## config.mk

```make
export PLATFORM = sky130hd
export DESIGN_NAME = fetchCache
export DESIGN_NICKNAME = d
export VERILOG_FILES = /design/src/cachePkg.sv /design/src/addrDecode.sv /design/src/fetchCache.sv /design/src/fetchResult.sv /design/src/missControl.sv /design/src/tagStore.sv
export VERILOG_INCLUDE_DIRS = /design/src /design/src/src
export SDC_FILE = /design/constraint.sdc
export NUM_CORES = 1
export LEC_CHECK = 0
export BUFFER_PORTS_ARGS = -buffer_cell sky130_fd_sc_hd__clkbuf_2
export CAP_MARGIN = 20
export CORE_MARGIN = 2
export CORE_UTILIZATION = 67
export CTS_BUF_LIST = sky130_fd_sc_hd__clkbuf_8
export CTS_CLUSTER_SIZE = 25
export DETAILED_ROUTE_END_ITERATION = 16
export PLACE_DENSITY_LB_ADDON = 0.25
export SLEW_MARGIN = 20
export SYNTH_ARGS = -nofsm -noshare
export SYNTH_HDL_FRONTEND = slang
export SYNTH_SLANG_ARGS = --single-unit
```

## constraint.sdc

```tcl
create_clock -name CLK -period 24.1 [get_ports CLK]
set_input_delay 2.41 -clock CLK [delete_from_list [all_inputs] [get_ports CLK]]
set_output_delay 2.41 -clock CLK [all_outputs]
set_load 0.03 [all_outputs]
```

## src/cache_settings.svh

```systemverilog
// --------------------------------------------------
// Size settings for the direct-mapped fetch cache
// INDEX_BITS of 3, 4 or 5 gives 8, 16 or 32 lines
// Tag width follows as ADDR_BITS - INDEX_BITS - 2
// --------------------------------------------------

`ifndef CACHE_SETTINGS_SVH
`define CACHE_SETTINGS_SVH

// Log2 of line count
`define INDEX_BITS 3

// Byte address width from the fetch stage
`define ADDR_BITS 32

// Hit and miss statistics counters
`define COUNT_BITS 20

`endif

```

## src/cachePkg.sv

```systemverilog
// --------------------------------------------------
// Shared types for the fetch cache
// Widths come from cache_settings.svh
// --------------------------------------------------

`default_nettype none

`include "cache_settings.svh"

package cachePkg;

	// --------------------------------------------------
	// Vector types
	typedef logic [`ADDR_BITS-1:0] addrT;
	typedef logic [31:0] wordT;
	typedef logic [`INDEX_BITS-1:0] indexT;
	// Address bits above the index, byte offset dropped
	typedef logic [`ADDR_BITS-`INDEX_BITS-3:0] tagT;
	typedef logic [`COUNT_BITS-1:0] countT;

	// --------------------------------------------------
	// Lookup outcome, same code as the old CONT output
	typedef enum logic [1:0] {
		fillDone    = 2'd0,
		hit         = 2'd1,
		missInvalid = 2'd2,
		missTag     = 2'd3
	} outcomeT;

	// Miss sequencer states
	typedef enum logic [1:0] {
		idle,
		lookup,
		waitMem
	} missStateT;

	// --------------------------------------------------
	// Bundles between stages
	typedef struct packed {
		tagT   tag;
		indexT index;
	} lookupReqT;

	typedef struct packed {
		logic valid;
		logic tagMatch;
		wordT data;
	} lookupRespT;

	typedef struct packed {
		indexT index;
		tagT   tag;
		wordT  data;
	} fillT;

	typedef struct packed {
		outcomeT outcome;
		wordT    data;
	} resultT;

endpackage

`default_nettype wire

```

## src/addrDecode.sv

```systemverilog
// --------------------------------------------------
// Decode stage of the fetch cache
// Request taken only when fetchReq meets ready
// Low two pc bits ignored, fetches are word aligned
// --------------------------------------------------

`timescale 1ns/100ps
`default_nettype none

`include "cache_settings.svh"

module addrDecode (
	input  logic                CLK,
	input  logic                RESET,
	input  cachePkg::addrT      pc,
	input  logic                fetchReq,
	input  logic                ready,
	output cachePkg::lookupReqT request,
	output logic                accepted
);

	cachePkg::lookupReqT pcSplit;
	logic take;

	// Split byte address into tag and index
	always_comb begin
		pcSplit.tag   = pc[`ADDR_BITS-1:`INDEX_BITS+2];
		pcSplit.index = pc[`INDEX_BITS+1:2];
	end

	// Strobes while busy are dropped
	assign take = fetchReq && ready;

	// Request register, held for the whole miss
	// so fill and memAddr see the same line
	always_ff @(posedge CLK or posedge RESET) begin
		if (RESET) begin
			request  <= '0;
			accepted <= 1'b0;
		end else begin
			accepted <= take;
			if (take) begin
				request <= pcSplit;
			end
		end
	end

	// --------------------------------------------------
	// Request must not move under an access in flight
	assertRequestHeld : assert property (
		@(posedge CLK) disable iff (RESET)
		!ready |=> $stable(request)
	);

endmodule

`default_nettype wire

```

## src/fetchCache.sv

```systemverilog
// --------------------------------------------------
// Direct-mapped instruction fetch cache, top level
// Blocking, a fetch is honored only while ready
// Memory read answered by a one-cycle memDone
// --------------------------------------------------

`timescale 1ns/100ps
`default_nettype none

module fetchCache (
	input  logic              CLK,
	input  logic              RESET,
	// Fetch side
	input  cachePkg::addrT    pc,
	input  logic              fetchReq,
	output logic              ready,
	output cachePkg::wordT    instr,
	output cachePkg::outcomeT outcome,
	output logic              instrValid,
	output cachePkg::countT   hitCount,
	output cachePkg::countT   missCount,
	// Main memory side
	output logic              memRead,
	output cachePkg::addrT    memAddr,
	input  cachePkg::wordT    memData,
	input  logic              memDone
);

	// --------------------------------------------------
	// Stage links
	cachePkg::lookupReqT request;
	cachePkg::lookupRespT response;
	cachePkg::fillT fill;
	cachePkg::resultT result;
	logic accepted;
	logic fillEn;
	logic done;

	addrDecode decode (
		.CLK(CLK),
		.RESET(RESET),
		.pc(pc),
		.fetchReq(fetchReq),
		.ready(ready),
		.request(request),
		.accepted(accepted)
	);

	tagStore store (
		.CLK(CLK),
		.RESET(RESET),
		.request(request),
		.fill(fill),
		.fillEn(fillEn),
		.response(response)
	);

	// Sequencer also owns ready and the memory port
	missControl control (
		.CLK(CLK),
		.RESET(RESET),
		.accepted(accepted),
		.request(request),
		.response(response),
		.memDone(memDone),
		.memData(memData),
		.memRead(memRead),
		.memAddr(memAddr),
		.fill(fill),
		.fillEn(fillEn),
		.result(result),
		.done(done),
		.ready(ready)
	);

	fetchResult resultStage (
		.CLK(CLK),
		.RESET(RESET),
		.result(result),
		.done(done),
		.instr(instr),
		.outcome(outcome),
		.instrValid(instrValid),
		.hitCount(hitCount),
		.missCount(missCount)
	);

endmodule

`default_nettype wire

```

## src/fetchResult.sv

```systemverilog
// --------------------------------------------------
// Result stage, registers word and outcome on done
// Counters saturate at all ones instead of wrapping
// instr and outcome hold between pulses
// --------------------------------------------------

`timescale 1ns/100ps
`default_nettype none

module fetchResult (
	input  logic               CLK,
	input  logic               RESET,
	input  cachePkg::resultT   result,
	input  logic               done,
	output cachePkg::wordT     instr,
	output cachePkg::outcomeT  outcome,
	output logic               instrValid,
	output cachePkg::countT    hitCount,
	output cachePkg::countT    missCount
);

	localparam cachePkg::countT COUNT_MAX = '1;

	logic isHit;
	logic isMiss;

	assign isHit = result.outcome == cachePkg::hit;
	// fillDone never reaches here, both miss kinds count
	assign isMiss = (result.outcome == cachePkg::missInvalid) ||
		(result.outcome == cachePkg::missTag);

	// --------------------------------------------------
	// Control and statistics
	always_ff @(posedge CLK or posedge RESET) begin
		if (RESET) begin
			instrValid <= 1'b0;
			outcome    <= cachePkg::fillDone;
			hitCount   <= '0;
			missCount  <= '0;
		end else begin
			instrValid <= done;
			if (done) begin
				outcome <= result.outcome;
				if (isHit && hitCount != COUNT_MAX) begin
					hitCount <= hitCount + 1'b1;
				end
				if (isMiss && missCount != COUNT_MAX) begin
					missCount <= missCount + 1'b1;
				end
			end
		end
	end

	// Word payload
	always_ff @(posedge CLK) begin
		if (done) begin
			instr <= result.data;
		end
	end

endmodule

`default_nettype wire

```

## src/missControl.sv

```systemverilog
// --------------------------------------------------
// Miss sequencer, one access in flight at a time
// Memory latency must be at least one cycle
// memAddr held from the lookup cycle until the fill
// --------------------------------------------------

`timescale 1ns/100ps
`default_nettype none

module missControl (
	input  logic                 CLK,
	input  logic                 RESET,
	input  logic                 accepted,
	input  cachePkg::lookupReqT  request,
	input  cachePkg::lookupRespT response,
	input  logic                 memDone,
	input  cachePkg::wordT       memData,
	output logic                 memRead,
	output cachePkg::addrT       memAddr,
	output cachePkg::fillT       fill,
	output logic                 fillEn,
	output cachePkg::resultT     result,
	output logic                 done,
	output logic                 ready
);

	cachePkg::missStateT state;
	cachePkg::missStateT nextState;
	cachePkg::outcomeT missKind;
	logic hitNow;

	assign hitNow = response.valid && response.tagMatch;

	// --------------------------------------------------
	// State and miss kind registers
	always_ff @(posedge CLK or posedge RESET) begin
		if (RESET) begin
			state    <= cachePkg::idle;
			missKind <= cachePkg::missInvalid;
		end else begin
			state <= nextState;
			// Kind of miss kept for the final outcome
			if (state == cachePkg::lookup && !hitNow) begin
				missKind <= response.valid ? cachePkg::missTag : cachePkg::missInvalid;
			end
		end
	end

	always_comb begin
		nextState = state;
		case (state)
			cachePkg::idle:    if (accepted) nextState = cachePkg::lookup;
			cachePkg::lookup:  nextState = hitNow ? cachePkg::idle : cachePkg::waitMem;
			cachePkg::waitMem: if (memDone) nextState = cachePkg::idle;
			default:           nextState = cachePkg::idle;
		endcase
	end

	// --------------------------------------------------
	// Outputs
	// Busy also in the cycle the decode register loads
	assign ready = (state == cachePkg::idle) && !accepted;

	// Miss decided in lookup, read issued the same cycle
	assign memRead = (state == cachePkg::lookup) && !hitNow;
	assign memAddr = {request.tag, request.index, 2'b00};

	assign fillEn = (state == cachePkg::waitMem) && memDone;
	assign fill = '{index: request.index, tag: request.tag, data: memData};

	assign done = ((state == cachePkg::lookup) && hitNow) || fillEn;

	always_comb begin
		if (state == cachePkg::lookup) begin
			result = '{outcome: cachePkg::hit, data: response.data};
		end else begin
			result = '{outcome: missKind, data: memData};
		end
	end

	// --------------------------------------------------
	assertDoneInWait : assert property (
		@(posedge CLK) disable iff (RESET)
		memDone |-> state == cachePkg::waitMem
	);

	assertReadPulse : assert property (
		@(posedge CLK) disable iff (RESET)
		memRead |=> !memRead
	);

endmodule

`default_nettype wire

```

## src/tagStore.sv

```systemverilog
// --------------------------------------------------
// Line array, one 32-bit word per line
// Only valid bits are reset, tags and data are not
// Lookup is combinational from the registered request
// --------------------------------------------------

`timescale 1ns/100ps
`default_nettype none

`include "cache_settings.svh"

module tagStore (
	input  logic                 CLK,
	input  logic                 RESET,
	input  cachePkg::lookupReqT  request,
	input  cachePkg::fillT       fill,
	input  logic                 fillEn,
	output cachePkg::lookupRespT response
);

	localparam int LINES = 1 << `INDEX_BITS;

	// --------------------------------------------------
	// Storage
	logic [LINES-1:0] validBits;
	cachePkg::tagT tagArray [LINES];
	cachePkg::wordT dataArray [LINES];

	logic lineValid;

	// Valid bits, all lines invalid out of reset
	always_ff @(posedge CLK or posedge RESET) begin
		if (RESET) begin
			validBits <= '0;
		end else if (fillEn) begin
			validBits[fill.index] <= 1'b1;
		end
	end

	// Tag and data written together on fill
	always_ff @(posedge CLK) begin
		if (fillEn) begin
			tagArray[fill.index]  <= fill.tag;
			dataArray[fill.index] <= fill.data;
		end
	end

	// --------------------------------------------------
	// Lookup of the addressed line
	assign lineValid = validBits[request.index];

	always_comb begin
		response.valid = lineValid;
		// Match masked by valid, stale tags never count
		response.tagMatch = lineValid && (tagArray[request.index] == request.tag);
		response.data = dataArray[request.index];
	end

	// --------------------------------------------------
	// Freshly filled line hits on the held request
	assertFillHits : assert property (
		@(posedge CLK) disable iff (RESET)
		fillEn |=> response.valid && response.tagMatch
	);

endmodule

`default_nettype wire
```

# --- After elaboration in Yosys (flattened, before gate mapping) ---
# Memories as Yosys holds them, arrays and structs flattened. A register that Yosys moved wholly into a read port is not among the register bits.
# Cells that the tools add are included.
totals:
  ff_bits: 86
  latch_bits: 0
  ramBits: 472
  mem_bits_ro: 0
  inputBits: 68
  output_inout_bits: 109
  word_cells: 57
  n_memories: 2
classes:
  addsub: 2
  n_mul: 0
  n_div: 0
  n_lt_le_gt_ge: 2
  n_eq_ne: 10
  shift: 0
  n_mux: 12
  n_bitwise: 1
  n_reduce_logical: 18
mem_list:
  columns: ["name", "depth", "width", "read_ports", "rd_ports_with_merged_regs", "write_ports", "line_no", "text"]
  rows:
  - ["store.dataArray", 8, 32, 1, 1, 1, "tagStore.sv:27", "cachePkg::wordT dataArray [LINES];"]
  - ["store.tagArray", 8, 27, 1, 0, 1, "tagStore.sv:26", "cachePkg::tagT tagArray [LINES];"]
ops:
  columns: ["cell", "n"]
  rows:
  - ["20-bit by 1-bit adder with 20-bit output, second input constant", 2]
  - ["20-bit inequality test, second input constant", 2]
  - ["34-bit 2-to-1 mux", 1]
  - ["27-bit equality test", 1]
  - ["1-bit logical AND", 10]
  - ["8-bit bitwise OR", 1]
  - ["2-bit equality test, second input constant", 3]
  - ["2-bit 2-to-1 mux", 3]
  - ["2-bit case mux with 3 select lines", 1]
  - ["2-bit AND reduction", 3]
  - ["1-bit 2-to-1 mux", 5]
  - ["2-bit by 1-bit equality test with 1-bit output, second input constant", 2]
  - ["3-bit by 4-bit < comparator with 1-bit output, second input constant", 1]
  - ["2-bit inequality test, second input constant", 2]
  - ["1-bit binary-select mux with 3-bit select", 1]
  - ["1-bit demux with 3-bit select", 1]
  - ["3-bit by 1-bit greater-or-equal comparator with 1-bit output, second input constant", 1]
  - ["1-bit zero test", 2]
  - ["2-bit zero test", 1]
  - ["1-bit logical OR", 2]

# --- Depth between registers and ports, before layout ---
# Gate-level depths: netlist of the first run.
logic_depth:
  ltp_word: 7
  ltp_mapped: 12
  ltp_nobuf: 9

# --- Hierarchy ---
# Synthesis of the first run repeated with hierarchy kept, for this count alone.
hier_totals:
  hier_cells: 1192
  area_unflattened_um2: 24000.5
modules_own_cells:
  columns: ["module", "n_inst", "cells_each", "area_per_inst_um2"]
  rows:
  - ["tagStore", 1, 754, 18340.1]
  - ["fetchResult", 1, 223, 2972.9]
  - ["missControl", 1, 148, 1417.6]
  - ["addrDecode", 1, 67, 1270.0]

# --- Worst setup path before layout of the first run ---
# OpenSTA, ideal clock, no wires.
synth_path:
  path_kind: "input port to flip-flop"
  from: "in memDone"
  to: "reg store.validBits[0]"
  arrival_time_ns: 9.015
  t_required_ns: 24.000
  slack_ns: 14.985
  stages: 5
  cell_sequence: "inv_1 > or2_0 > clkbuf_1 > nor4_1 > or2_2"
synth_between:
  elab_chain_len: 1
synth_lines:
  columns: ["element", "line_no", "text"]
  rows:
  - ["from (decl)", "fetchCache.sv:26", "input logic memDone"]
  - ["1-bit logical AND", "missControl.sv:68", "assign fillEn = (state == cachePkg::waitMem) && memDone;"]
  - ["to (signal assigned)", "tagStore.sv:34", "validBits <= '0;"]
  - ["to (signal, indexed assignment)", "tagStore.sv:36", "validBits[fill.index] <= 1'b1;"]
  - ["to (decl)", "tagStore.sv:25", "logic [LINES-1:0] validBits;"]
# Every way passes these cells.
# A chain may end at the register's enable or synchronous reset.

# --- Final worst setup path of the first run ---
layout_path:
  from: "reg, netlist name decode.request[1]"
  to: "out memRead"
layout_between:
  elab_chain_len: 6
layout_lines:
  columns: ["element", "line_no", "text"]
  rows:
  - ["memory read 8 x 27 bit / 1-bit binary-select mux with 3-bit select (equally long branches)", null, null]
  - ["27-bit equality test / 1-bit 2-to-1 mux (equally long branches)", "tagStore.sv:55, tagStore.sv:50", null]
  - ["1-bit logical AND", "tagStore.sv:55", "response.tagMatch = lineValid && (tagArray[request.index] == request.tag);"]
  - ["1-bit logical AND (*)", "missControl.sv:32", "assign hitNow = response.valid && response.tagMatch;"]
  - ["1-bit zero test (*)", "missControl.sv:65", "assign memRead = (state == cachePkg::lookup) && !hitNow;"]
  - ["1-bit logical AND (*)", "missControl.sv:65", null]
  - ["to (decl)", "fetchCache.sv:23", "output logic memRead,"]
# Every way passes the cells marked *; elsewhere a longest branch is shown, timed or not. The select of a mux whose other input is x is not followed.

==> flow_metrics.env, run 1 <==
export IMPL_cts_root_buf="clkbuf_8"
export IMPL_p_switching_uw=983
export IMPL_synth_async_reset_ratio=0.144
export IMPL_syn_cell_area_mm2=0.0230
export IMPL_port_buffers=172
export IMPL_p_per_area_mw_per_mm2=114
export IMPL_arrival_ps=5660
export IMPL_place_congestion=0.796
export IMPL_fin_cells=2063
export IMPL_cts_hold_buf=0
export IMPL_chipHeight_um=189
export IMPL_start_util=0.683
export IMPL_fmax_mhz=124
export IMPL_combPwrFrac=0.276
export IMPL_routedWlPerCell_um=23.2
export IMPL_avgSynthCellArea_um2=17.5
export IMPL_slew_headroom=0.220
export IMPL_cts_made_buffers=89
export IMPL_outcome="complete, no violations"
export IMPL_synth_edf_count=504
export IMPL_synth_area_leaders="edfxtp_1 (66%), dfrtp_1 (9.2%), mux4_2 (5.5%)"
export IMPL_drc_errors=0
export IMPL_n_fill_cell=1937
export IMPL_clkPwrFrac=0.253
export IMPL_maxCapViolations=0
export IMPL_nets=1609
export IMPL_synth_seq_area_share=0.750
export IMPL_synth_most_common_cell="edfxtp_1"
export IMPL_die_area_mm2=0.0359
export IMPL_maxSlewViolCount=0
export IMPL_track_usage=0.274
export IMPL_p_int_mw=1.98
export IMPL_fin_crit_sh=0.335
export IMPL_place_inst=1896
export IMPL_drt_iter0_drc=1284
export IMPL_p_leak_nw=9.55
export IMPL_clk_pin_slew_ps=60
export IMPL_area_delta_synth_final_pct=13.0
export IMPL_grt_ovfl_total=0
export IMPL_syn_inst=1319
export IMPL_yosysTopAreaCell="edfxtp_1"
export IMPL_criticalPathCategory="reg2out"
export IMPL_hold_viol_final=0
export IMPL_core_area_mm2=0.0337
export IMPL_grt_first_pass_wirelength_um=73300
export IMPL_grt_setup_unrepaired="no"
export IMPL_ys_flop_type="edfxtp_1"
export IMPL_yosysTopAreaCellShare=0.657
export IMPL_first_pass_iters=5
export IMPL_wl_um=47900
export IMPL_endpoint_kind="primary output"
export IMPL_critical_path_max_fanout=48
export IMPL_crit_required_ps=21690
export IMPL_fin_worst_skew_ps=34.8
export IMPL_ys_warn_count=0
export IMPL_cts_resized=0
export IMPL_crit_slowest_cell="nor2b_1"
export IMPL_std_cell_rows=67
export IMPL_synth_cell_type_count=50
export IMPL_io_pins=177
export IMPL_vias_per_cell=6.22
export IMPL_clock_path_buffers=3
export IMPL_regToRegSetupSlack_ps=18100
export IMPL_postCtsSetupBuffers=0
export IMPL_switching_share=0.332
export IMPL_layout_drive_gt1_share=0.277
export IMPL_p_seq_frac=0.471
export IMPL_synthTopCellsByCount="edfxtp_1 (504), dfrtp_1 (85), mux2i_1 (82)"
export IMPL_path_cells="buf_4 > nor2b_1 > a22oi_1 > a21oi_1 > o211ai_1 > nor4_1 > nand4_1 > nand2_1 > inv_1 > clkbuf_2"
export IMPL_hold_path_class="reg2reg"
export IMPL_clock_latency_ps=660
export IMPL_ant_nets=0
export IMPL_place_hpwl_um=26900
export IMPL_ir_drop_uv=136
export IMPL_first_global_vias=13127
export IMPL_grt_max_degree=70
export IMPL_h_tree_depth=3
export IMPL_setup_viol=0
export IMPL_clock_sinks=589
export IMPL_tightestPinTransition_ps=1170
export IMPL_cts_tree="built"
export IMPL_cp_start_kind="flip-flop"
export IMPL_crit_path_max_incr_delay_ps=960
export IMPL_antenna_found_initial=2
export IMPL_period_minus_slack_ps=8070
export IMPL_vias=12836
export IMPL_ys_ff_latch=589
export IMPL_fin_setup_tns_ps=0
export IMPL_die_w_um=189
placed cells by master, fill, tap and decap left out, types with 14 or more instances in the layout:
master    instances
xnor2_1          15
xor2_1           43
buf_4            23
nand2_1          63
clkinv_1         19
a31oi_1          14
inv_1            37
nor2_1           77
a22oi_1          22
clkbuf_2        172
mux2_2           56
mux4_2           56
nand3_1          20
dfrtp_1          82
a221oi_1         23
o21ai_0          17
edfxtp_1        504
mux2i_1          82
clkbuf_8         98
a21oi_1          57
worst paths after layout:
kind                                    startpoint                        end  cells after the start
min in group asynchronous                    RESET  resultStage.missCount[18]                      2
worst max-delay path             decode.request[1]                    memRead                     10
worst min register to register  store.validBits[1]         store.validBits[1]                      1
max in group asynchronous                    RESET          decode.request[2]                      3
worst max register to register   decode.request[1]      resultStage.instr[10]                     10
worst min-delay path            store.validBits[1]         store.validBits[1]                      1
area by class of cell:
cell class	count	area, um^2	share of cell area
inverter	7	27.5	0.00106
clock buffer	98	1350	0.0519
tap	448	561	0.0215
timing repair buffer	195	1030	0.0397
multi-input combinational	657	5460	0.210
antenna	2	5.00	0.000192
clock inverter	67	305	0.0117
sequential	589	17300	0.664
cells by family after synthesis:
kind of cell | count (synthesis) | synth area share
AND/OR/NAND/NOR | 241 | 0.0485
adder cells (fa/ha/maj) | 2 | 0.00109
buffers and inverters | 74 | 0.0155
flip-flops | 589 | 0.750
other | 1 | 0.000163
multiplexers | 195 | 0.118
AO/OA/AOI/OAI | 159 | 0.0446
XOR/XNOR | 58 | 0.0221
state kept, by name, indices dropped and copies added (netlist names):
name / count
control.missKind: 1
control.state: 2
decode.accepted: 1
decode.request: 30
resultStage.hitCount: 20
resultStage.instr: 32
resultStage.instrValid: 1
resultStage.missCount: 20
resultStage.outcome: 2
store.dataArray: 256
store.tagArray: 216
store.validBits: 8
per-stage QoR:
step / power [mW] / cell area [um^2] / hold WS [ps] / util / setup slack (ps)
after global placement: 2.20 / 24300 / 446 / 0.723 / 16820
after detailed placement: 2.23 / 24300 / 451 / 0.723 / 16610
after floorplan: 1.99 / 23000 / 434 / - / 14980
after CTS: 2.98 / 26000 / 467 / 0.772 / 15940
after global routing: 3.09 / 26000 / 477 / 0.772 / 15550
final: 2.96 / 26000 / 466 / 0.772 / 16030
power by group through the flow:
stage	Sequential [mW]	Clock (mW)	Combinational (mW)
finish	1.40	0.749	0.818
global route	1.42	0.802	0.878
CTS	1.40	0.760	0.820
detailed placement	1.42	0	0.816
global placement	1.41	0	0.794
floorplan	1.44	0	0.553
worst max-delay path: cells and delay by family, from the launching register on:
kind | cells | cell delay, ps
AO/OA/AOI/OAI | 3 | 590
buffers and inverters | 3 | 930
flip-flops | 1 | 770
AND/OR/NAND/NOR | 4 | 2680
routing by layer:
metal,track usage,up-vias,wire length (um),part of all wire
met3,0.0532,100,3890,0.081
li1,-,5621,-,-
met4,0.105,0,1350,0.028
met1,0.372,6479,18700,0.39
met2,0.448,636,23900,0.50
met5,0,-,0,0
No activity file was read; power rests on OpenSTA's default activity.
==> run 2, diff against run 1 <==
--- a/config.mk
+++ b/config.mk
@@ -9,7 +9,7 @@
 export BUFFER_PORTS_ARGS = -buffer_cell sky130_fd_sc_hd__clkbuf_2
 export CAP_MARGIN = 20
 export CORE_MARGIN = 2
-export CORE_UTILIZATION = 67
+export CORE_UTILIZATION = 62
 export CTS_BUF_LIST = sky130_fd_sc_hd__clkbuf_8
 export CTS_CLUSTER_SIZE = 25
 export DETAILED_ROUTE_END_ITERATION = 16
==> constraint.sdc (replaced) <==
create_clock -name CLK -period 7.9 [get_ports CLK]
set_input_delay 0.79 -clock CLK [delete_from_list [all_inputs] [get_ports CLK]]
set_output_delay 0.79 -clock CLK [all_outputs]
set_load 0.03 [all_outputs]
==> run 2 against run 1 <==
Compared with the run above:
- count of clock-buffer cells in the layout increased by 3
- clock power increased to 3.2 times the previous value
- sequential share of layout area decreased by 0.34 points
- flip-flop and latch count unchanged
- register-to-register slack got worse by 16000 ps
- die area increased by 7.9%
- global-route usage decreased by 1.8 points
- hold slack got worse by 250 ps
==> flow_metrics.env, run 2 (synthesis gave the netlist of run 1 again) <==
export IMPL_place_hpwl_um=27500
export IMPL_vias_per_cell=6.16
export IMPL_crit_path_max_incr_delay_ps=880
export IMPL_fin_setup_tns_ps=0
export IMPL_postCtsSetupBuffers=0
export IMPL_setup_viol=0
export IMPL_period_minus_slack_ps=5920
export IMPL_grt_max_degree=68
export IMPL_clkPwrFrac=0.259
export IMPL_p_int_mw=6.14
export IMPL_drt_iter0_drc=1072
export IMPL_outcome="complete, no violations"
export IMPL_start_util=0.629
export IMPL_place_congestion=0.807
export IMPL_cp_start_kind="flip-flop"
export IMPL_critical_path_max_fanout=41
export IMPL_pre_cts_ws_ps=2440
export IMPL_clock_sinks=589
export IMPL_endpoint_kind="primary output"
export IMPL_die_area_mm2=0.0387
export IMPL_routedWlPerCell_um=23.3
export IMPL_fin_area_mm2=0.0261
export IMPL_arrival_ps=5130
export IMPL_grt_setup_unrepaired="no"
export IMPL_clk_pin_slew_ps=60
export IMPL_postLayoutCoreUtil=0.714
export IMPL_placed_area_mm2=0.0244
export IMPL_p_total_mw=9.17
export IMPL_tightestPinTransition_ps=1140
export IMPL_reg_top3="store.dataArray: 256 flops, store.tagArray: 216 flops, resultStage.instr: 32 flops"
export IMPL_p_per_area_mw_per_mm2=351
export IMPL_grt_first_pass_wirelength_um=74000
export IMPL_track_usage=0.256
export IMPL_diodes=0
export IMPL_grt_ovfl_total=0
export IMPL_setup_slack_ps=1980
export IMPL_ir_drop_uv=251
export IMPL_clock_path_buffers=3
export IMPL_io_pins=177
export IMPL_cts_made_buffers=89
export IMPL_layout_drive_gt1_share=0.280
export IMPL_criticalPathCategory="reg2out"
export IMPL_std_cell_rows=70
export IMPL_wl_um=48400
export IMPL_antenna_found_initial=0
export IMPL_first_global_vias=12939
export IMPL_place_inst=1920
export IMPL_fin_cells=2083
export IMPL_drc_errors=0
export IMPL_hold_viol_final=0
export IMPL_slew_headroom=0.236
export IMPL_cts_root_buf="clkbuf_8"
export IMPL_port_buffers=172
export IMPL_nets=1613
export IMPL_vias=12828
export IMPL_switching_share=0.331
export IMPL_die_w_um=197
export IMPL_p_switching_mw=3.03
export IMPL_area_delta_synth_final_pct=13.6
export IMPL_final_common_cell="edfxtp_1"
export IMPL_clock_latency_ps=640
export IMPL_maxSlewViolCount=0
export IMPL_first_pass_iters=7
export IMPL_hold_ws_ps=217
export IMPL_crit_slowest_cell="dfrtp_4"
export IMPL_core_area_mm2=0.0366
export IMPL_fin_worst_skew_ps=30.9
export IMPL_cts_tree="built"
export IMPL_crit_required_ps=7110
export IMPL_cts_resized=0
export IMPL_fmax_mhz=169
export IMPL_h_tree_depth=3
export IMPL_largest_register="store.dataArray"
export IMPL_p_seq_frac=0.467
export IMPL_p_leak_nw=9.61
export IMPL_path_cells="buf_4 > and2_1 > a22oi_1 > a21oi_1 > o21ai_1 > nor4_1 > nand4_1 > nand2_1 > inv_1 > clkbuf_2"
export IMPL_n_fill_cell=2339
export IMPL_largest_reg_flops=256
export IMPL_chipHeight_um=197
export IMPL_ant_nets=0
export IMPL_maxCapViolations=0
export IMPL_fin_crit_sh=0.749
export IMPL_layout_common_cells="edfxtp_1 (504), clkbuf_2 (172), clkbuf_8 (101)"
export IMPL_combPwrFrac=0.273
export IMPL_cts_hold_buf=0
export IMPL_hold_path_class="in2async"
[run 2: changes by cell type in the layout (fill, tap and decap cells not counted), moves of 2 or more]
cell,change
clkinv_1,-7
buf_4,+4
clkinv_2,-2
clkbuf_8,+3
inv_1,+3
bufinv_16,+2
diode_2,-2
[run 2: cell type report]
| cell class | instances | area [um^2] | area share |
|---|---|---|---|
| Timing Repair Buffer | 199 | 1060 | 0.0407 |
| Inverter | 7 | 27.5 | 0.00105 |
| Sequential cell | 589 | 17300 | 0.661 |
| Multi-Input combinational cell | 657 | 5480 | 0.209 |
| Clock buffer | 101 | 1390 | 0.0532 |
| Tap cell | 468 | 586 | 0.0224 |
| Clock inverter | 62 | 332 | 0.0127 |
[run 2: layer usage]
metal,up-vias,part of all wire,wire length [um],track usage
li1,5620,-,-,-
met1,6584,0.41,19700,0.358
met2,561,0.50,24200,0.418
met3,63,0.074,3580,0.0424
met4,0,0.019,923,0.0860
met5,-,0,0,0
[run 2: worst paths after layout]
| kind | from | end | slack [ps] | cells past startpoint |
|---|---|---|---|---|
| setup / recovery | decode.request[1] | memRead | 1980 | 10 |
| hold / removal | RESET | store.validBits[1] | 220 | 2 |
| setup reg to reg | decode.request[1] | resultStage.instr[10] | 2470 | 10 |
| hold reg to reg | store.validBits[2] | store.validBits[2] | 460 | 1 |
| max in group asynchronous | RESET | decode.request[1] | 6550 | 3 |
| min in group CLK | memDone | control.state[1] | 380 | 2 |
[run 2: critical path: cells and delay by family, from the launching register on]
family / cells / cell delay, ps
AND/OR/NAND/NOR: 4 / 2140
flip-flops: 1 / 880
buffers and inverters: 3 / 890
AO/OA/AOI/OAI: 3 / 530
[run 2: power by group through the flow]
stage          sequential [mW]  clock (mW)  combinational (mW)
2_1_floorplan             4.38           0                1.69
3_3_place_gp              4.33           0                2.45
4_1_cts                   4.29        2.42                2.52
3_5_place_dp              4.36           0                2.51
5_1_grt                   4.34        2.55                2.69
6_report                  4.29        2.38                2.51
